## src/wb_pkg.sv

```systemverilog
`default_nettype none

package wb_pkg;

    // Bus widths shared by both masters and all targets
    localparam int ADDR_W = 24;
    localparam int DATA_W = 16;
    localparam int SEL_W  = 2;

    // cw command opcodes, sent in the top two bits of the command word
    typedef enum logic [1:0] {
        CW_READ  = 2'b01,
        CW_WRITE = 2'b10
    } cw_op_e;

endpackage

`default_nettype wire
```

## src/cw_converter.sv

```systemverilog
`timescale 1ns/1ps
`default_nettype none

module cw_converter (
    input  wire                       core_clock,
    input  wire                       core_reset,

    input  wire                       stb_i,
    input  wire                       we_i,
    input  wire [wb_pkg::ADDR_W-1:0]  adr_i,
    input  wire [wb_pkg::DATA_W-1:0]  wdata_i,
    input  wire [wb_pkg::SEL_W-1:0]   sel_i,
    output logic [wb_pkg::DATA_W-1:0] rdata_o,
    output logic                      ack_o,
    output logic                      err_o,

    output logic                      cw_req_o,
    output logic                      cw_dir_o,
    output logic [wb_pkg::DATA_W-1:0] cw_io_o,
    input  wire [wb_pkg::DATA_W-1:0]  cw_io_i,
    input  wire                       cw_ack_i,
    input  wire                       cw_err_i
);

    typedef enum logic [2:0] {
        IDLE,
        CMD,
        ADDR,
        DATA,
        WAIT,
        DONE
    } state_e;

    state_e                    state;
    wb_pkg::cw_op_e            op;
    logic                      resp_err;
    logic [wb_pkg::DATA_W-1:0] cmd_word;

    assign op = we_i ? wb_pkg::CW_WRITE : wb_pkg::CW_READ;

    // Opcode, byte selects, four zero bits, top address byte
    assign cmd_word = {op, sel_i, 4'b0000, adr_i[wb_pkg::ADDR_W-1:16]};

    always_ff @(posedge core_clock) begin
        if (core_reset) begin
            state    <= IDLE;
            resp_err <= 1'b0;
        end else begin
            case (state)
                IDLE: begin
                    if (stb_i) begin
                        state <= CMD;
                    end
                end
                CMD: state <= ADDR;
                ADDR: state <= we_i ? DATA : WAIT;
                DATA: state <= WAIT;
                WAIT: begin
                    if (cw_ack_i || cw_err_i) begin
                        resp_err <= cw_err_i;
                        state    <= DONE;
                    end
                end
                DONE: state <= IDLE;
                default: state <= IDLE;
            endcase
        end
    end

    always_ff @(posedge core_clock) begin
        if (state == WAIT && cw_ack_i && !we_i) begin
            rdata_o <= cw_io_i;
        end
    end

    always_comb begin
        case (state)
            CMD:     cw_io_o = cmd_word;
            ADDR:    cw_io_o = adr_i[15:0];
            DATA:    cw_io_o = wdata_i;
            default: cw_io_o = '0;
        endcase
    end

    // Request spans the outbound words and the wait, drops in DONE
    assign cw_req_o = (state == CMD) || (state == ADDR) || (state == DATA) || (state == WAIT);
    assign cw_dir_o = (state == WAIT);
    assign ack_o    = (state == DONE) && !resp_err;
    assign err_o    = (state == DONE) && resp_err;

    // Master holds the access for the whole transfer
    a_stb_held: assert property (@(posedge core_clock) disable iff (core_reset)
        (state != IDLE && state != DONE) |-> stb_i);

endmodule

`default_nettype wire

```

## config.mk

```make
export PLATFORM = sky130hd
export DESIGN_NAME = cw_converter
export DESIGN_NICKNAME = d
export VERILOG_FILES = /design/src/wb_pkg.sv /design/src/cw_converter.sv
export SDC_FILE = /design/constraint.sdc
export NUM_CORES = 1
export LEC_CHECK = 0
export ABC_AREA = 1
export BUFFER_PORTS_ARGS = -buffer_cell sky130_fd_sc_hd__buf_2
export CELL_PAD_IN_SITES_DETAIL_PLACEMENT = 0
export CELL_PAD_IN_SITES_GLOBAL_PLACEMENT = 1
export CORE_MARGIN = 8
export CORE_UTILIZATION = 20
export CTS_CLUSTER_SIZE = 10
export DETAILED_ROUTE_END_ITERATION = 16
export PLACE_DENSITY_LB_ADDON = 0.1
export REMOVE_ABC_BUFFERS = 1
export SLEW_MARGIN = 10
export SYNTH_ARGS = -nofsm -noshare
export SYNTH_HDL_FRONTEND = slang
export SYNTH_SLANG_ARGS = --single-unit
```

## constraint.sdc

```tcl
create_clock -name core_clock -period 1.6 [get_ports core_clock]
set_input_delay 0.16 -clock core_clock [delete_from_list [all_inputs] [get_ports core_clock]]
set_output_delay 0.16 -clock core_clock [all_outputs]
set_load 0.01 [all_outputs]
```

==> results.yml <==
layout:
  areaGrowthSynthToFinish_pct: 70.0
  diodes: 0
  drive_gt1_share_pct: 53.8
  final_util_pct: 34.5
  fin_nets: 288
pwr:
  p_clk_share_pct: 22.4
  ir_worst_vdd_mv: 0.432
  p_leak_nw: 0.872
  p_per_area_mw_per_mm2: 1260
  power.total_mw: 2.17
  seqPwrFrac_pct: 31.0
  p_switching_uw: 778
  power.internal_mw: 1.39
  netSwitchingFraction_pct: 35.8
  combPwrFrac_pct: 46.6
clocking:
  path_clk_slew_ns: 0.07
  cts_max_path_buffers: 2
  ctsHoldBuffers: 0
  cts_root_buf: "clkbuf_8"
  cts.sinks: 20
  insertion_delay_ns: 0.25
  cts_max_level: 1
  cts_tree: "done"
  cts-buffers-inserted: 3
timing:
  finalCritPeriodShare_pct: 93.4
  finalMaxSlewViolations: 0
  tightest_slew_ns: 0.191
  fmaxAchievable_mhz: 669
  rsz0062_at_grt: "false"
  min_period_ns: 1.49
  final_hold_viol_count: 0
  fin_skew_ns: 0.00317
  holdWs_ns: 0.0811
  max-slew-margin-rel_pct: 87.2
  finalSetupViolCount: 0
  fin_ws_ns: 0.106
logic_synthesis:
  synth_top_area_share_pct: 47.6
  synth_edf_count: 16
  synth.cell_area_sq_mm: 0.00101
  ys_dominant_reg_cell: "edfxtp_1"
  seq_area_frac_synth_pct: 55.5
  synthArstFlopShare_pct: 0
  post-synth-top-count-cell: "nand2_1"
  postSynthCellCount: 118
  ys_top_cells_by_area: "edfxtp_1 48%, nand2_1 20%, nand3_1 9.4%"
  avgSynthCellArea_sq_um: 8.56
  synth.ff_latch_count: 20
  synth_commonest_cells: "53 x nand2_1, 19 x nand3_1, 16 x edfxtp_1, 7 x nor2_1, 5 x inv_1"
  yosysWarnings: 0
  yosysUniqueCellTypes: 14
  synth_largest_area_cell: "edfxtp_1"
worst_setup_path:
  worst-setup-path-type: "flop to output pin"
  required_ns: 1.44
  worstPathArrival_ns: 1.33
  path_max_fanout: 6
  cp-end-kind: "output pin"
  start_kind: "flop"
grt:
  grtUsageTotal_pct: 8.65
  grt_max_degree: 17
  antenna_found_initial: 0
  grt_first_pass_wirelength_um: 5210
  first_global_vias: 1217
  grt_overflow_total: 0
route:
  drtIter0Drc: 39
  via_per_inst: 3.98
  vias: 1165
  dr.pass1.iters: 5
  ant_nets: 0
  wl_um: 3470
  wl_per_cell_um: 11.8
  drc: 0
place:
  place_ws_ns: 0.187
  numPortBuffers: 99
  place_congestion: 0.757
  dp_hpwl_um: 2930
die:
  die_x_um: 87.1
  rows: 26
  core-area_sq_mm: 0.00498
  io_pins: 100
  start_util_pct: 20.3
  die-area_sq_mm: 0.00758
  die_h_um: 87.1
outcome:
  status: "complete, no violations"
run:
  drv_cap: 0
min_path:
  min_path_type: "input port to flop"
[routing by layer]
| metal | vias up | part of all wire [%] | track usage, % | wire length [um] |
|---|---|---|---|---|
| met5 | - | 0 | 0 | 0 |
| met1 | 500 | 38 | 8.50 | 1330 |
| li1 | 596 | - | - | - |
| met4 | 0 | 0.89 | 3.29 | 31 |
| met2 | 67 | 47 | 14.9 | 1620 |
| met3 | 2 | 14 | 4.81 | 483 |
[registers in the layout, indices dropped and copies added, names as in the netlist]
register and flops:
state 3, rdata_o 16, resp_err 1
[through the flow]
step | std cells | area, sq um | TNS [ns]
finish | 293 | 1720 | 0
global route | 293 | 1720 | 0
CTS | 293 | 1710 | 0
detailed placement | 286 | 1590 | 0
global placement | 286 | 1590 | 0
floorplan | 115 | 976 | -3.21
[cells in the final DEF (no fill, tap or decap)]
cell / count
o21ai_0: 1
a21oi_1: 2
inv_4: 1
inv_2: 2
or2_2: 2
edfxtp_1: 16
nand3b_1: 1
dfxtp_2: 3
bufinv_16: 1
clkbuf_8: 3
buf_4: 2
inv_1: 4
buf_2: 99
nand3_1: 18
nor2_4: 2
nand3_2: 1
dfxtp_1: 1
nand2_4: 1
nor2_1: 7
nand2_1: 53
buf_12: 3
[final timing paths]
kind | cells after the start | slack (ns) | to | start
setup / recovery | 5 | 0.11 | cw_io_o[14] | state[2]
hold / removal | 1 | 0.08 | rdata_o[10] | cw_io_i[10]
setup reg to reg | 4 | 0.31 | rdata_o[5] | state[0]
hold reg to reg | 2 | 0.48 | resp_err | resp_err
[power groups by stage]
stage | combinational (mW) | clock, mW | sequential, mW
after floorplan | 0.525 | 0 | 0.672
after global placement | 0.956 | 0 | 0.674
after detailed placement | 0.954 | 0 | 0.675
after CTS | 1.03 | 0.504 | 0.664
after global routing | 1.15 | 0.517 | 0.679
final | 1.01 | 0.485 | 0.673
[area by class of cell]
cell class	instances	area (sq um)
inverter	7	28.8
timing repair buffer	104	571
clock buffer	3	41.3
clock inverter	1	30.0
sequential	20	564
tap	70	87.6
multi-input combinational	88	394
fill	534	3260
[critical path, cell delays in order (launching register included)]
cell     delay, ns
dfxtp_2       0.35
inv_2         0.10
nand3_2       0.13
or2_2         0.30
nand3_1       0.07
buf_2         0.13
[logic make-up (layout without fill, tap and decap cells)]
kind of cell,Yosys count,after routing,share of synthesized area (%)
AOI/OAI and AO/OA,3,3,1.49
buffers and inverters,10,115,5.95
DFF,20,20,55.5
and+or+nand+nor,85,85,37.1
[what timing repair did]
item,4_1_cts,5_1_grt
setup buffers,3,0
gates resized for setup,1,5
gates cloned,0,0
pin swaps,2,0
setup endpoints to repair,16,13
endpoints found under the hold margin,0,0
Note: power is estimated with default switching activity, not from simulation.
