[config.mk]
export PLATFORM = sky130hd
export DESIGN_NAME = wb_arbiter_flat
export DESIGN_NICKNAME = d
export VERILOG_FILES = /design/src/wb_pkg.sv /design/src/wb_if.sv /design/src/wb_arbiter.sv /design/src/flat_wrapper.sv
export SDC_FILE = /design/constraint.sdc
export NUM_CORES = 1
export LEC_CHECK = 0
export BUFFER_PORTS_ARGS = -buffer_cell sky130_fd_sc_hd__buf_4
export CORE_AREA = 4 4 72 74
export CTS_CLUSTER_SIZE = 16
export DETAILED_ROUTE_END_ITERATION = 6
export DIE_AREA = 0 0 76 78
export PLACE_DENSITY = 0.77
export SETUP_SLACK_MARGIN = 0.4
export SLEW_MARGIN = 15
export SYNTH_ARGS = -nofsm -noshare
export SYNTH_HDL_FRONTEND = slang
export SYNTH_SLANG_ARGS = --single-unit
[constraint.sdc]
create_clock -name core_clock -period 2 [get_ports core_clock]
set_input_delay 0.3 -clock core_clock [delete_from_list [all_inputs] [get_ports core_clock]]
set_output_delay 0.3 -clock core_clock [all_outputs]
set_load 0.01 [all_outputs]
[src/wb_pkg.sv]
`default_nettype none

package wb_pkg;

    // Bus widths shared by both masters and all targets
    localparam int ADDR_W = 24;
    localparam int DATA_W = 16;
    localparam int SEL_W  = 2;

    // cw command opcodes, sent in the top two bits of the command word
    typedef enum logic [1:0] {
        CW_READ  = 2'b01,
        CW_WRITE = 2'b10
    } cw_op_e;

endpackage

`default_nettype wire
[src/wb_if.sv]
`timescale 1ns/1ps
`default_nettype none

interface wb_if;

    logic                      cyc;
    logic                      stb;
    logic                      we;
    logic [wb_pkg::ADDR_W-1:0] adr;
    logic [wb_pkg::DATA_W-1:0] dat_w;
    logic [wb_pkg::SEL_W-1:0]  sel;
    logic [wb_pkg::DATA_W-1:0] dat_r;
    logic                      ack;
    logic                      err;

    modport master (
        output cyc, stb, we, adr, dat_w, sel,
        input  dat_r, ack, err
    );

    modport slave (
        input  cyc, stb, we, adr, dat_w, sel,
        output dat_r, ack, err
    );

endinterface

`default_nettype wire

[src/wb_arbiter.sv]
`timescale 1ns/1ps
`default_nettype none

module wb_arbiter (
    input  wire                       core_clock,
    input  wire                       core_reset,

    input  wire                       host_cyc_i,
    input  wire                       host_stb_i,
    input  wire                       host_we_i,
    input  wire [wb_pkg::ADDR_W-1:0]  host_adr_i,
    input  wire [wb_pkg::DATA_W-1:0]  host_dat_i,
    input  wire [wb_pkg::SEL_W-1:0]   host_sel_i,
    output logic [wb_pkg::DATA_W-1:0] host_dat_o,
    output logic                      host_ack_o,
    output logic                      host_err_o,

    input  wire                       core_cyc_i,
    input  wire                       core_stb_i,
    input  wire                       core_we_i,
    input  wire [wb_pkg::ADDR_W-1:0]  core_adr_i,
    input  wire [wb_pkg::DATA_W-1:0]  core_dat_i,
    input  wire [wb_pkg::SEL_W-1:0]   core_sel_i,
    output logic [wb_pkg::DATA_W-1:0] core_dat_o,
    output logic                      core_ack_o,
    output logic                      core_err_o,

    wb_if.master                      bus_o
);

    typedef enum logic [1:0] {
        IDLE,
        GRANT_HOST,
        GRANT_CORE
    } grant_e;

    grant_e grant;

    wb_if m0_bus ();
    wb_if m1_bus ();

    assign m0_bus.cyc   = host_cyc_i;
    assign m0_bus.stb   = host_stb_i;
    assign m0_bus.we    = host_we_i;
    assign m0_bus.adr   = host_adr_i;
    assign m0_bus.dat_w = host_dat_i;
    assign m0_bus.sel   = host_sel_i;

    assign m1_bus.cyc   = core_cyc_i;
    assign m1_bus.stb   = core_stb_i;
    assign m1_bus.we    = core_we_i;
    assign m1_bus.adr   = core_adr_i;
    assign m1_bus.dat_w = core_dat_i;
    assign m1_bus.sel   = core_sel_i;

    // Host wins a tie, grant held until the owner drops cyc
    always_ff @(posedge core_clock) begin
        if (core_reset) begin
            grant <= IDLE;
        end else begin
            case (grant)
                IDLE: begin
                    if (m0_bus.cyc) begin
                        grant <= GRANT_HOST;
                    end else if (m1_bus.cyc) begin
                        grant <= GRANT_CORE;
                    end
                end
                GRANT_HOST: begin
                    if (!m0_bus.cyc) begin
                        grant <= IDLE;
                    end
                end
                GRANT_CORE: begin
                    if (!m1_bus.cyc) begin
                        grant <= IDLE;
                    end
                end
                default: grant <= IDLE;
            endcase
        end
    end

    always_comb begin
        bus_o.cyc   = 1'b0;
        bus_o.stb   = 1'b0;
        bus_o.we    = 1'b0;
        bus_o.adr   = '0;
        bus_o.dat_w = '0;
        bus_o.sel   = '0;
        case (grant)
            GRANT_HOST: begin
                bus_o.cyc   = m0_bus.cyc;
                bus_o.stb   = m0_bus.stb;
                bus_o.we    = m0_bus.we;
                bus_o.adr   = m0_bus.adr;
                bus_o.dat_w = m0_bus.dat_w;
                bus_o.sel   = m0_bus.sel;
            end
            GRANT_CORE: begin
                bus_o.cyc   = m1_bus.cyc;
                bus_o.stb   = m1_bus.stb;
                bus_o.we    = m1_bus.we;
                bus_o.adr   = m1_bus.adr;
                bus_o.dat_w = m1_bus.dat_w;
                bus_o.sel   = m1_bus.sel;
            end
            default: ;
        endcase
    end

    // Responses go back only to the owner of the grant
    assign m0_bus.ack   = (grant == GRANT_HOST) && bus_o.ack;
    assign m0_bus.err   = (grant == GRANT_HOST) && bus_o.err;
    assign m0_bus.dat_r = (grant == GRANT_HOST) ? bus_o.dat_r : '0;
    assign m1_bus.ack   = (grant == GRANT_CORE) && bus_o.ack;
    assign m1_bus.err   = (grant == GRANT_CORE) && bus_o.err;
    assign m1_bus.dat_r = (grant == GRANT_CORE) ? bus_o.dat_r : '0;

    assign host_ack_o = m0_bus.ack;
    assign host_err_o = m0_bus.err;
    assign host_dat_o = m0_bus.dat_r;
    assign core_ack_o = m1_bus.ack;
    assign core_err_o = m1_bus.err;
    assign core_dat_o = m1_bus.dat_r;

    // A master only sees a response while it owns the bus with cyc raised
    a_host_ack_granted: assert property (@(posedge core_clock) disable iff (core_reset)
        (host_ack_o || host_err_o) |-> (host_cyc_i && grant == GRANT_HOST));
    a_core_ack_granted: assert property (@(posedge core_clock) disable iff (core_reset)
        (core_ack_o || core_err_o) |-> (core_cyc_i && grant == GRANT_CORE));

endmodule

`default_nettype wire

[src/flat_wrapper.sv]
// flat-port wrapper written by rule: the top's interface ports become plain ports
module wb_arbiter_flat 
  (core_clock, core_reset, host_cyc_i, host_stb_i, host_we_i, host_adr_i, host_dat_i, host_sel_i, host_dat_o, host_ack_o, host_err_o, core_cyc_i, core_stb_i, core_we_i, core_adr_i, core_dat_i, core_sel_i, core_dat_o, core_ack_o, core_err_o, bus_o_cyc, bus_o_stb, bus_o_we, bus_o_adr, bus_o_dat_w, bus_o_sel, bus_o_dat_r, bus_o_ack, bus_o_err);
  wb_if bus_o_i ();
  input  wire core_clock;
  input  wire core_reset;
  input  wire host_cyc_i;
  input  wire host_stb_i;
  input  wire host_we_i;
  input  wire [wb_pkg::ADDR_W-1:0] host_adr_i;
  input  wire [wb_pkg::DATA_W-1:0] host_dat_i;
  input  wire [wb_pkg::SEL_W-1:0] host_sel_i;
  output logic [wb_pkg::DATA_W-1:0] host_dat_o;
  output logic host_ack_o;
  output logic host_err_o;
  input  wire core_cyc_i;
  input  wire core_stb_i;
  input  wire core_we_i;
  input  wire [wb_pkg::ADDR_W-1:0] core_adr_i;
  input  wire [wb_pkg::DATA_W-1:0] core_dat_i;
  input  wire [wb_pkg::SEL_W-1:0] core_sel_i;
  output logic [wb_pkg::DATA_W-1:0] core_dat_o;
  output logic core_ack_o;
  output logic core_err_o;
  output wire logic [$bits(bus_o_i.cyc)-1:0] bus_o_cyc;
  output wire logic [$bits(bus_o_i.stb)-1:0] bus_o_stb;
  output wire logic [$bits(bus_o_i.we)-1:0] bus_o_we;
  output wire logic [$bits(bus_o_i.adr)-1:0] bus_o_adr;
  output wire logic [$bits(bus_o_i.dat_w)-1:0] bus_o_dat_w;
  output wire logic [$bits(bus_o_i.sel)-1:0] bus_o_sel;
  input wire logic [$bits(bus_o_i.dat_r)-1:0] bus_o_dat_r;
  input wire logic [$bits(bus_o_i.ack)-1:0] bus_o_ack;
  input wire logic [$bits(bus_o_i.err)-1:0] bus_o_err;
  assign bus_o_cyc = bus_o_i.cyc;
  assign bus_o_stb = bus_o_i.stb;
  assign bus_o_we = bus_o_i.we;
  assign bus_o_adr = bus_o_i.adr;
  assign bus_o_dat_w = bus_o_i.dat_w;
  assign bus_o_sel = bus_o_i.sel;
  assign bus_o_i.dat_r = bus_o_dat_r;
  assign bus_o_i.ack = bus_o_ack;
  assign bus_o_i.err = bus_o_err;
  wb_arbiter u_core (.core_clock(core_clock), .core_reset(core_reset), .host_cyc_i(host_cyc_i), .host_stb_i(host_stb_i), .host_we_i(host_we_i), .host_adr_i(host_adr_i), .host_dat_i(host_dat_i), .host_sel_i(host_sel_i), .host_dat_o(host_dat_o), .host_ack_o(host_ack_o), .host_err_o(host_err_o), .core_cyc_i(core_cyc_i), .core_stb_i(core_stb_i), .core_we_i(core_we_i), .core_adr_i(core_adr_i), .core_dat_i(core_dat_i), .core_sel_i(core_sel_i), .core_dat_o(core_dat_o), .core_ack_o(core_ack_o), .core_err_o(core_err_o), .bus_o(bus_o_i));
endmodule
==> metrics.md <==
| Metric | Value |
|---|---|
| Status | complete, no violations |
| Setup repair after global routing missed its margin | true |
| Max reg flops | 2 |
| Largest net degree at the start of global routing | 32 |
| Syn Inst Count | 158 |
| Fin crit share | around 87% |
| Sequential element share of the synthesized area | under 10% |
| GPL Wtd Cong | 0.875 |
| Overall power | about 1.3 mW |
| Final Hold Vio Count | 0 |
| Antenna-violating nets left | 0 |
| Syn. warnings | 0 |
| DP Area | 0.00256 mm² |
| Total wire length | 7.07 mm |
| Yosys cell types | 16 |
| Critical path class | reg -> out |
| Iteration-0 DRC Markers | 60 |
| # clock sinks | 2 |
| Non-filler instance count after layout | 407 |
| Layout area overhead | 189% |
| Total GRT Usage | roughly a fifth |
| Top reg by flops | u_core.grant |
| Hold Crit Class | in -> reg |
| Clk buf depth | 2 |
| Syn avg cell area | 6.86 µm² |
| Clock-pin slew on the worst setup and hold paths | 30 ps |
| Cell area after synthesis | around 0.0011 mm² |
| Synthesized Nets | 271 |
| Multi-input gate area | around 0.0011 mm² |
| Number of global-route vias before repair | 1985 |
| Vias | 1966 |
| Die width | 76 µm |
| Worst Tran Pin Value | 239 ps |
| Total CTS buffers | 3 |
| Placed cells | 389 |
| Via/cell ratio | 4.83 |
| Fmax | 0.575 GHz |
| Endpoint class of the critical path | primary output |
| Fin crit period | 1740 ps |
| Clk pwr share | 12.1% |
| Crit path max fanout | 8 |
| # diodes | 0 |
| Yosys top cell area share | between 30% and 40% |
| Most common cell after layout, fill and taps aside | buf_4 |
| Die area | about 0.0059 mm² |
| PortBufs | 190 |
| Commonest cells after routing, fill and taps aside | 193 x buf_4, 42 x nor2b_1, 36 x and2_1, 28 x a22oi_2, 16 x a22oi_1 |
| Nets | around 470 |
| Chip height | between 70 and 80 µm |
| Seq pwr share | 3.9% |
| Root Buffer | clkbuf_8 |
| Largest registers | u_core.grant x2 |
| First-pass GRT wire length | 10.2 mm |
| Yosys top cell by area | a22oi_1 |
| Layout Utilization | roughly two thirds |
| Post-DR wirelength/cell | 17.4 µm |
| Starting Density | a little under a quarter |
| Max Cap Viol | 0 |
| Power Dens Cells | 413 mW/mm² |
| Setup TNS | 0 ps |
| Final Cell Area | 0.00313 mm² |
| # setup viols final | 0 |
| Row count | 25 |
| Crit path launch type | register |
| Setup Skew | 0.553 ps |
| WP data required | around 1700 ps |
| Total grt overflow | 0 |
| Worst Hold Launch | core_reset |
| HPWL after DPL | roughly 4.7 mm |
| Core footprint | 0.00460 mm² |
| H-tree levels | 1 |
| Clock Latency Late Sink | 210 ps |
| Combinational power share | 83.9% |
| Flops & latches, synth | 2 |
| P_sw | 0.473 mW |
| Fraction of layout cells with a size suffix above 1 | around 70% |
| Reg2reg start | u_core.grant[0] |
| Largest cells by area after synthesis | a22oi_1 30%, nor2b_1 26%, and2_1 21% |
| First-pass DRT Iterations | 4 |
| First element of the critical path | u_core.grant[1] |
| Boundary Pins | 191 |
| Register area | 42.5 µm² |
| Leakage | between 1 and 1.5 nW |
| IR drop worst, VDD | 289 µV |
| Internal power | 0.819 mW |
| Layout fillers | 401 |
| CP arrival | 1440 ps |
| Max-slew violations | 0 |
| CTS tree | yes |
| Drt drc | 0 |
| Sw frac | 36.6% |
| Slew HR | 84.1% |
| Initial antenna violation count | 0 |
power groups by stage:
stage                     sequential [mW]  combinational (mW)  clock [mW]
after floorplan                    0.0478               0.372           0
after global placement             0.0483               0.752           0
after detailed placement           0.0485               0.763           0
after CTS                          0.0493               0.994       0.160
after global routing               0.0515                1.15       0.164
final                              0.0508                1.08       0.157
final timing paths:
kind,depth (start not counted),slack (ps),to
worst min register to register,3,720,u_core.grant[0]
worst max-delay path,6,260,bus_o_dat_w[9]
worst max register to register,7,450,u_core.grant[0]
worst min-delay path,2,270,u_core.grant[1]
logic make-up after synthesis:
group	Yosys count	synth area share [%]
buffers and inverters	21	9.24
AND/OR/NAND/NOR	83	47.9
flip-flops	2	3.70
adder cells (fa/ha/maj)	3	3.46
AO/OA/AOI/OAI	49	35.7
per-layer routing:
metal	global-route usage, %	wire length (µm)	part of all wire [%]
met5	0	0	0
met4	2.85	41	0.58
met3	5.34	555	7.8
met2	38.8	3740	53
met1	24.1	2740	39
final cells by class:
class	instances	share of cell area, %
timing repair buffer	210	58.5
clock buffer	3	1.32
multi-input combinational	135	36.3
tap	54	2.16
inverter	3	0.440
sequential	2	1.36
synthesized netlist by cell type:
library cell   n
a22oi_4        1
buf_6          1
buf_4          1
nand2b_1       2
inv_1          3
a22oi_1       44
a41o_1         1
buf_2          8
a211oi_2       1
nor2b_1       45
ha_1           3
and2_1        36
clkbuf_1       8
dfxtp_1        2
a21oi_1        1
a211oi_1       1
through the flow:
step           hold WS (ps)  setup slack [ps]
6_report                267               260
3_5_place_dp            485               380
4_1_cts                 260               291
3_3_place_gp            477               399
5_1_grt                 274               197
2_1_floorplan           365               521
worst max-delay path, stage by stage, from the launching register on:
cell,delay (ps)
dfxtp_2,330
buf_6,100
ha_4,270
clkbuf_16,220
a22oi_2,70
nor2b_1,100
buf_4,130
repair_timing:
action	CTS	global route
cloned	6	4
gates resized for setup	36	19
hold endpoints to repair	0	0
pin swaps	3	3
setup buffers	4	1
endpoints found under the setup margin	81	82
hold buffers	0	0
(Power assumes the default switching activity.)
