--- src/wb_pkg.sv ---
`default_nettype none

package wb_pkg;

    // Bus widths shared by both masters and all targets
    localparam int ADDR_W = 24;
    localparam int DATA_W = 16;
    localparam int SEL_W  = 2;

    // cw command opcodes, sent in the top two bits of the command word
    typedef enum logic [1:0] {
        CW_READ  = 2'b01,
        CW_WRITE = 2'b10
    } cw_op_e;

endpackage

`default_nettype wire
--- src/map_pkg.sv ---
`default_nettype none

package map_pkg;

    // RAM window when the tile runs with an external core
    localparam logic [wb_pkg::ADDR_W-1:0] NE_IRAM_BASE = 24'h7ffe00;

    // Embed mode windows, both aliased onto the same RAM
    localparam logic [wb_pkg::ADDR_W-1:0] E_PROG_BASE = 24'h800000;
    localparam logic [wb_pkg::ADDR_W-1:0] E_MEM_BASE  = 24'h100000;

    // Window size in words
    localparam logic [wb_pkg::ADDR_W-1:0] IRAM_SIZE = 24'h000200;

    typedef enum logic [1:0] {
        TGT_CW,
        TGT_IRAM,
        TGT_NONE
    } target_e;

endpackage

`default_nettype wire

--- src/wb_if.sv ---
`timescale 1ns/1ps
`default_nettype none

interface wb_if;

    logic                      cyc;
    logic                      stb;
    logic                      we;
    logic [wb_pkg::ADDR_W-1:0] adr;
    logic [wb_pkg::DATA_W-1:0] dat_w;
    logic [wb_pkg::SEL_W-1:0]  sel;
    logic [wb_pkg::DATA_W-1:0] dat_r;
    logic                      ack;
    logic                      err;

    modport master (
        output cyc, stb, we, adr, dat_w, sel,
        input  dat_r, ack, err
    );

    modport slave (
        input  cyc, stb, we, adr, dat_w, sel,
        output dat_r, ack, err
    );

endinterface

`default_nettype wire

--- src/wb_interconnect.sv ---
`timescale 1ns/1ps
`default_nettype none

module wb_interconnect #(
    parameter int IRAM_DEPTH  = 512,
    parameter int SYNC_STAGES = 2
) (
    input  wire                          core_clock,
    input  wire                          core_reset,
    input  wire                          embed_mode_i,
    input  wire                          ext_irq_i,
    output logic                         inner_irq_o,

    wb_if.slave                          bus_i,

    output logic [$clog2(IRAM_DEPTH)-1:0] iram_addr_o,
    output logic [wb_pkg::DATA_W-1:0]    iram_wdata_o,
    output logic [wb_pkg::SEL_W-1:0]     iram_sel_o,
    output logic                         iram_we_o,
    input  wire [wb_pkg::DATA_W-1:0]     iram_rdata_i,

    output logic                         cw_stb_o,
    output logic                         cw_we_o,
    output logic [wb_pkg::ADDR_W-1:0]    cw_adr_o,
    output logic [wb_pkg::DATA_W-1:0]    cw_wdata_o,
    output logic [wb_pkg::SEL_W-1:0]     cw_sel_o,
    input  wire [wb_pkg::DATA_W-1:0]     cw_rdata_i,
    input  wire                          cw_ack_i,
    input  wire                          cw_err_i
);

    localparam int IRAM_AW = $clog2(IRAM_DEPTH);

    map_pkg::target_e tgt;
    logic             access;
    logic             in_ne;
    logic             in_prog;
    logic             in_mem;
    logic             iram_ack;
    logic [SYNC_STAGES-1:0] irq_sync;

    assign access = bus_i.cyc && bus_i.stb;

    assign in_ne   = (bus_i.adr >= map_pkg::NE_IRAM_BASE) &&
                     (bus_i.adr < map_pkg::NE_IRAM_BASE + map_pkg::IRAM_SIZE);
    assign in_prog = (bus_i.adr >= map_pkg::E_PROG_BASE) &&
                     (bus_i.adr < map_pkg::E_PROG_BASE + map_pkg::IRAM_SIZE);
    assign in_mem  = (bus_i.adr >= map_pkg::E_MEM_BASE) &&
                     (bus_i.adr < map_pkg::E_MEM_BASE + map_pkg::IRAM_SIZE);

    always_comb begin
        if (!embed_mode_i) begin
            tgt = in_ne ? map_pkg::TGT_IRAM : map_pkg::TGT_CW;
        end else begin
            tgt = (in_prog || in_mem) ? map_pkg::TGT_IRAM : map_pkg::TGT_NONE;
        end
    end

    // Both embed windows index the RAM by the low address bits
    assign iram_addr_o  = bus_i.adr[IRAM_AW-1:0];
    assign iram_wdata_o = bus_i.dat_w;
    assign iram_sel_o   = bus_i.sel;
    assign iram_we_o    = access && bus_i.we && (tgt == map_pkg::TGT_IRAM) && !iram_ack;

    always_ff @(posedge core_clock) begin
        if (core_reset) begin
            iram_ack <= 1'b0;
        end else begin
            iram_ack <= access && (tgt == map_pkg::TGT_IRAM) && !iram_ack;
        end
    end

    assign cw_stb_o   = access && (tgt == map_pkg::TGT_CW);
    assign cw_we_o    = bus_i.we;
    assign cw_adr_o   = bus_i.adr;
    assign cw_wdata_o = bus_i.dat_w;
    assign cw_sel_o   = bus_i.sel;

    always_comb begin
        bus_i.ack   = 1'b0;
        bus_i.err   = 1'b0;
        bus_i.dat_r = '0;
        case (tgt)
            map_pkg::TGT_IRAM: begin
                bus_i.ack   = iram_ack;
                bus_i.dat_r = iram_rdata_i;
            end
            map_pkg::TGT_CW: begin
                bus_i.ack   = cw_ack_i;
                bus_i.err   = cw_err_i;
                bus_i.dat_r = cw_rdata_i;
            end
            // Unmapped address fails in the same cycle
            default: bus_i.err = access;
        endcase
    end

    always_ff @(posedge core_clock) begin
        if (core_reset) begin
            irq_sync <= '0;
        end else begin
            irq_sync <= {irq_sync[SYNC_STAGES-2:0], ext_irq_i};
        end
    end

    assign inner_irq_o = irq_sync[SYNC_STAGES-1];

    a_ack_err_exclusive: assert property (@(posedge core_clock) disable iff (core_reset)
        !(bus_i.ack && bus_i.err));

endmodule

`default_nettype wire

--- src/flat_wrapper.sv ---
// flat-port wrapper written by rule: the top's interface ports become plain ports
module wb_interconnect_flat 
#(
    parameter int IRAM_DEPTH  = 512,
    parameter int SYNC_STAGES = 2
)
  (core_clock, core_reset, embed_mode_i, ext_irq_i, inner_irq_o, iram_addr_o, iram_wdata_o, iram_sel_o, iram_we_o, iram_rdata_i, cw_stb_o, cw_we_o, cw_adr_o, cw_wdata_o, cw_sel_o, cw_rdata_i, cw_ack_i, cw_err_i, bus_i_cyc, bus_i_stb, bus_i_we, bus_i_adr, bus_i_dat_w, bus_i_sel, bus_i_dat_r, bus_i_ack, bus_i_err);
  wb_if bus_i_i ();
  input  wire core_clock;
  input  wire core_reset;
  input  wire embed_mode_i;
  input  wire ext_irq_i;
  output logic inner_irq_o;
  output logic [$clog2(IRAM_DEPTH)-1:0] iram_addr_o;
  output logic [wb_pkg::DATA_W-1:0] iram_wdata_o;
  output logic [wb_pkg::SEL_W-1:0] iram_sel_o;
  output logic iram_we_o;
  input  wire [wb_pkg::DATA_W-1:0] iram_rdata_i;
  output logic cw_stb_o;
  output logic cw_we_o;
  output logic [wb_pkg::ADDR_W-1:0] cw_adr_o;
  output logic [wb_pkg::DATA_W-1:0] cw_wdata_o;
  output logic [wb_pkg::SEL_W-1:0] cw_sel_o;
  input  wire [wb_pkg::DATA_W-1:0] cw_rdata_i;
  input  wire cw_ack_i;
  input  wire cw_err_i;
  input wire logic [$bits(bus_i_i.cyc)-1:0] bus_i_cyc;
  input wire logic [$bits(bus_i_i.stb)-1:0] bus_i_stb;
  input wire logic [$bits(bus_i_i.we)-1:0] bus_i_we;
  input wire logic [$bits(bus_i_i.adr)-1:0] bus_i_adr;
  input wire logic [$bits(bus_i_i.dat_w)-1:0] bus_i_dat_w;
  input wire logic [$bits(bus_i_i.sel)-1:0] bus_i_sel;
  output wire logic [$bits(bus_i_i.dat_r)-1:0] bus_i_dat_r;
  output wire logic [$bits(bus_i_i.ack)-1:0] bus_i_ack;
  output wire logic [$bits(bus_i_i.err)-1:0] bus_i_err;
  assign bus_i_i.cyc = bus_i_cyc;
  assign bus_i_i.stb = bus_i_stb;
  assign bus_i_i.we = bus_i_we;
  assign bus_i_i.adr = bus_i_adr;
  assign bus_i_i.dat_w = bus_i_dat_w;
  assign bus_i_i.sel = bus_i_sel;
  assign bus_i_dat_r = bus_i_i.dat_r;
  assign bus_i_ack = bus_i_i.ack;
  assign bus_i_err = bus_i_i.err;
  wb_interconnect #(.IRAM_DEPTH(IRAM_DEPTH), .SYNC_STAGES(SYNC_STAGES)) u_core (.core_clock(core_clock), .core_reset(core_reset), .embed_mode_i(embed_mode_i), .ext_irq_i(ext_irq_i), .inner_irq_o(inner_irq_o), .bus_i(bus_i_i), .iram_addr_o(iram_addr_o), .iram_wdata_o(iram_wdata_o), .iram_sel_o(iram_sel_o), .iram_we_o(iram_we_o), .iram_rdata_i(iram_rdata_i), .cw_stb_o(cw_stb_o), .cw_we_o(cw_we_o), .cw_adr_o(cw_adr_o), .cw_wdata_o(cw_wdata_o), .cw_sel_o(cw_sel_o), .cw_rdata_i(cw_rdata_i), .cw_ack_i(cw_ack_i), .cw_err_i(cw_err_i));
endmodule
--- config.mk ---
export PLATFORM = sky130hd
export DESIGN_NAME = wb_interconnect_flat
export DESIGN_NICKNAME = d
export VERILOG_FILES = /design/src/wb_pkg.sv /design/src/map_pkg.sv /design/src/wb_if.sv /design/src/wb_interconnect.sv /design/src/flat_wrapper.sv
export SDC_FILE = /design/constraint.sdc
export NUM_CORES = 1
export LEC_CHECK = 0
export BUFFER_PORTS_ARGS = -buffer_cell sky130_fd_sc_hd__buf_2
export CAP_MARGIN = 20
export CORE_MARGIN = 5
export CORE_UTILIZATION = 28
export CTS_CLUSTER_SIZE = 25
export DETAILED_ROUTE_END_ITERATION = 12
export GPL_ROUTABILITY_DRIVEN = 0
export PLACE_DENSITY_LB_ADDON = 0.08
export SLEW_MARGIN = 20
export SYNTH_ARGS = -nofsm -noshare
export SYNTH_HDL_FRONTEND = slang
export SYNTH_SLANG_ARGS = --single-unit
--- constraint.sdc ---
create_clock -name core_clock -period 2.2 [get_ports core_clock]
set_input_delay 0.44 -clock core_clock [delete_from_list [all_inputs] [get_ports core_clock]]
set_output_delay 0.44 -clock core_clock [all_outputs]
set_load 0.03 [all_outputs]
==> flow_summary.toml <==
[run_status]
status = "finished with violations"
violations = "negative setup slack"

[sta]
fmax_mhz = 402
rsz0062_at_grt = "true"
max_slew_margin_pct = 79.8
hold_viol = 0
final-max-slew-violation-count = 0
worst_pin_slew_ns = 0.301
final-setup-viol-count = 19
min_period_over_period_pct = 113
clock_skew_ns = 0.00147
finalWorstSetupSlack_ns = -0.287
fin_crit_ns = 2.49

[clock_network]
clock_tree.buffer_depth = 2
clock_sinks = 3
htreeDepth = 1
hold_buffers = 0
clk_latency_ns = 0.22
cts_buffers = 3
cts-root-buf = "clkbuf_8"
clkTransAtPathRegs_ns = 0.03
cts_tree = "built"

[power_and_ir_drop]
finalPower_mw = 0.499
power.density_nw_per_um2 = 310
vdd_drop_max_mv = 0.325
power.static_leakage_nw = 0.778

[setup_path]
worstSetupStartpointType = "primary input"
slowest_stage = "or4_4"
required_ns = 1.76
cp.arrival_ns = 2.05
critPathCaptureType = "primary output"
max_stage_delay_ns = 0.53
path_max_fanout = 15
worstPathCellList = "buf_6, or4_4, nor4_4, nand2_2, buf_12, o211ai_1, buf_4"
worstSetupPathType = "in -> out"

[floorplan]
die_h_um = 76.6
initial_core_util_pct = 28.7
rows = 24
dieArea_um2 = 5870
io_pins = 174
die_x_um = 76.6
core_area_um2 = 4320

[finish]
num_antenna_cells = 0
nets = 301
areaGrowthSynthToFinish_pct = 29.3
final_cells = 269
drive_gt1_share_pct = 64.5
fin_area_um2 = 1610

[grt]
first_global_vias = 1368
grt_pass1_wl_um = 6540
grt_usage_pct = 13.1
antenna_found_initial = 0
grt_max_degree = 19
grt_overflow = 0

[synthesis]
synth_commonest_cells = "buf_4, nand2_1, nand3_1, o211ai_2, o211ai_1"
syn_avg_cell_area_um2 = 7.14
ys_ff_latch = 3
synthCells = 174
synth_fp_nets = 257
yosysWarnings = 0
synth_top_family_by_area = "buffers and inverters"
synthXorXnorAreaFrac_pct = 0.705
ys_async_sr_fraction_pct = 0
synth-edff-count = 0
ys_seq_area_share_pct = 4.83
synthAdderAreaFrac_pct = 0
synth_compound_area_share_pct = 18.2
synth_area_leaders = "buf_4, nand2_1, o211ai_2"
yosys.area_share.simple_pct = 30.1
syn_area_um2 = 1240
synth_mux_area_share_pct = 0
synth_top_cell_area_share_pct = 42.3
synth.most_common_cell = "buf_4"
synth_cell_type_count = 24
synth_area_leader_cell = "buf_4"
ys.flop_type = "dfxtp_1"

[detailed_routing]
drt_iter0_drc = 44
wl_met3_um = 402
m1WireLength_um = 1490
viasPerCell = 4.67
wl_per_cell_um = 14.9
wl_met2_um = 2030
dr.pass1.iters = 4
routed.top_layer = "met4"
drc_errors = 0
via_count = 1255
wl_um = 4020
postRouteAntennaNets = 0

[place]
dpl-instance-area_um2 = 1440
dpl.cell_count = 263
hpwlAfterDp_um = 3360
port_buffers = 92

[min_path]
hold_class = "in -> reg"

[run]
cap_viol_max_count = 0
[worst paths after layout]
kind | from | end | slack, ns | depth (start not counted)
setup / recovery | bus_i_adr[19] | bus_i_dat_r[10] | -0.29 | 7
hold / removal | core_reset | u_core.irq_sync[0]$_SDFF_PP0_ | 0.43 | 2
setup reg to reg | u_core.iram_ack$_SDFF_PP0_ | u_core.iram_ack$_SDFF_PP0_ | 1.53 | 1
hold reg to reg | u_core.irq_sync[0]$_SDFF_PP0_ | u_core.irq_sync[1]$_SDFF_PP0_ | 0.44 | 1
[logic make-up (layout without fill, tap and decap cells)]
logic type | count (synthesis) | count (layout)
and+or+nand+nor | 69 | 69
DFF | 3 | 3
AOI/OAI and AO/OA | 21 | 21
buffers and inverters | 80 | 123
xor gates and xnor gates | 1 | 1
[metal layers]
layer / GRT usage [%] / up-vias
li1: - / 610
met1: 13.9 / 562
met2: 23.5 / 62
met3: 4.26 / 21
met4: 5.42 / 0
met5: 0 / -
[power by group]
| group | leakage (nW) | switching, mW | internal (mW) |
|---|---|---|---|
| combinational | 0.731 | 0.162 | 0.120 |
| sequential | 0.0246 | 0.000287 | 0.0565 |
| clock | 0.0228 | 0.0368 | 0.124 |
| total | 0.778 | 0.199 | 0.300 |
[flip-flops by register name, summed over array words and instances, names as in the netlist]
| signal | flops |
|---|---|
| u_core.iram_ack | 1 |
| u_core.irq_sync | 2 |
[worst max-delay path: cells and delay by family]
kind | cells | cell delay (ns)
simple gates | 3 | 0.94
compound gates | 1 | 0.18
buf+inv | 3 | 0.46
[cell usage in the layout, fill, tap and decap left out, types with 5 or more instances in the layout]
cell type,synthesis,final
buf_2,2,72
buf_4,70,31
buf_6,1,13
nand2_1,37,37
nand3_1,18,18
o211ai_1,7,7
o211ai_2,10,5
o211ai_4,0,5
[per-stage QoR]
| stage | setup WS [ns] | hold WS [ns] | TNS [ns] | util [%] |
|---|---|---|---|---|
| after floorplan | -0.182 | 0.414 | -2.77 | - |
| after global placement | -0.334 | 0.431 | -5.67 | 33.4 |
| after detailed placement | -0.338 | 0.433 | -5.79 | 33.4 |
| after CTS | -0.302 | 0.426 | -4.82 | 37.0 |
| after global routing | -0.386 | 0.434 | -6.02 | 37.2 |
| final | -0.287 | 0.425 | -4.37 | 37.2 |
[timing repair]
| action | 4_1_cts | 5_1_grt |
|---|---|---|
| setup endpoints to repair | 19 | 20 |
| cloned | 0 | 0 |
| resized for setup | 31 | 2 |
| hold endpoints to repair | 0 | 0 |
| setup buffers | 2 | 0 |
| pin swaps | 1 | 0 |
[layout make-up]
cell class / instances / area (µm²)
inverters: 2 / 7.51
multi-input cells: 91 / 669
well taps: 52 / 65.1
clock buffers: 4 / 45.0
repair buffers: 117 / 759
fillers: 494 / 2720
flip-flops and latches: 3 / 60.1
Note: power is estimated with default switching activity, not from simulation.
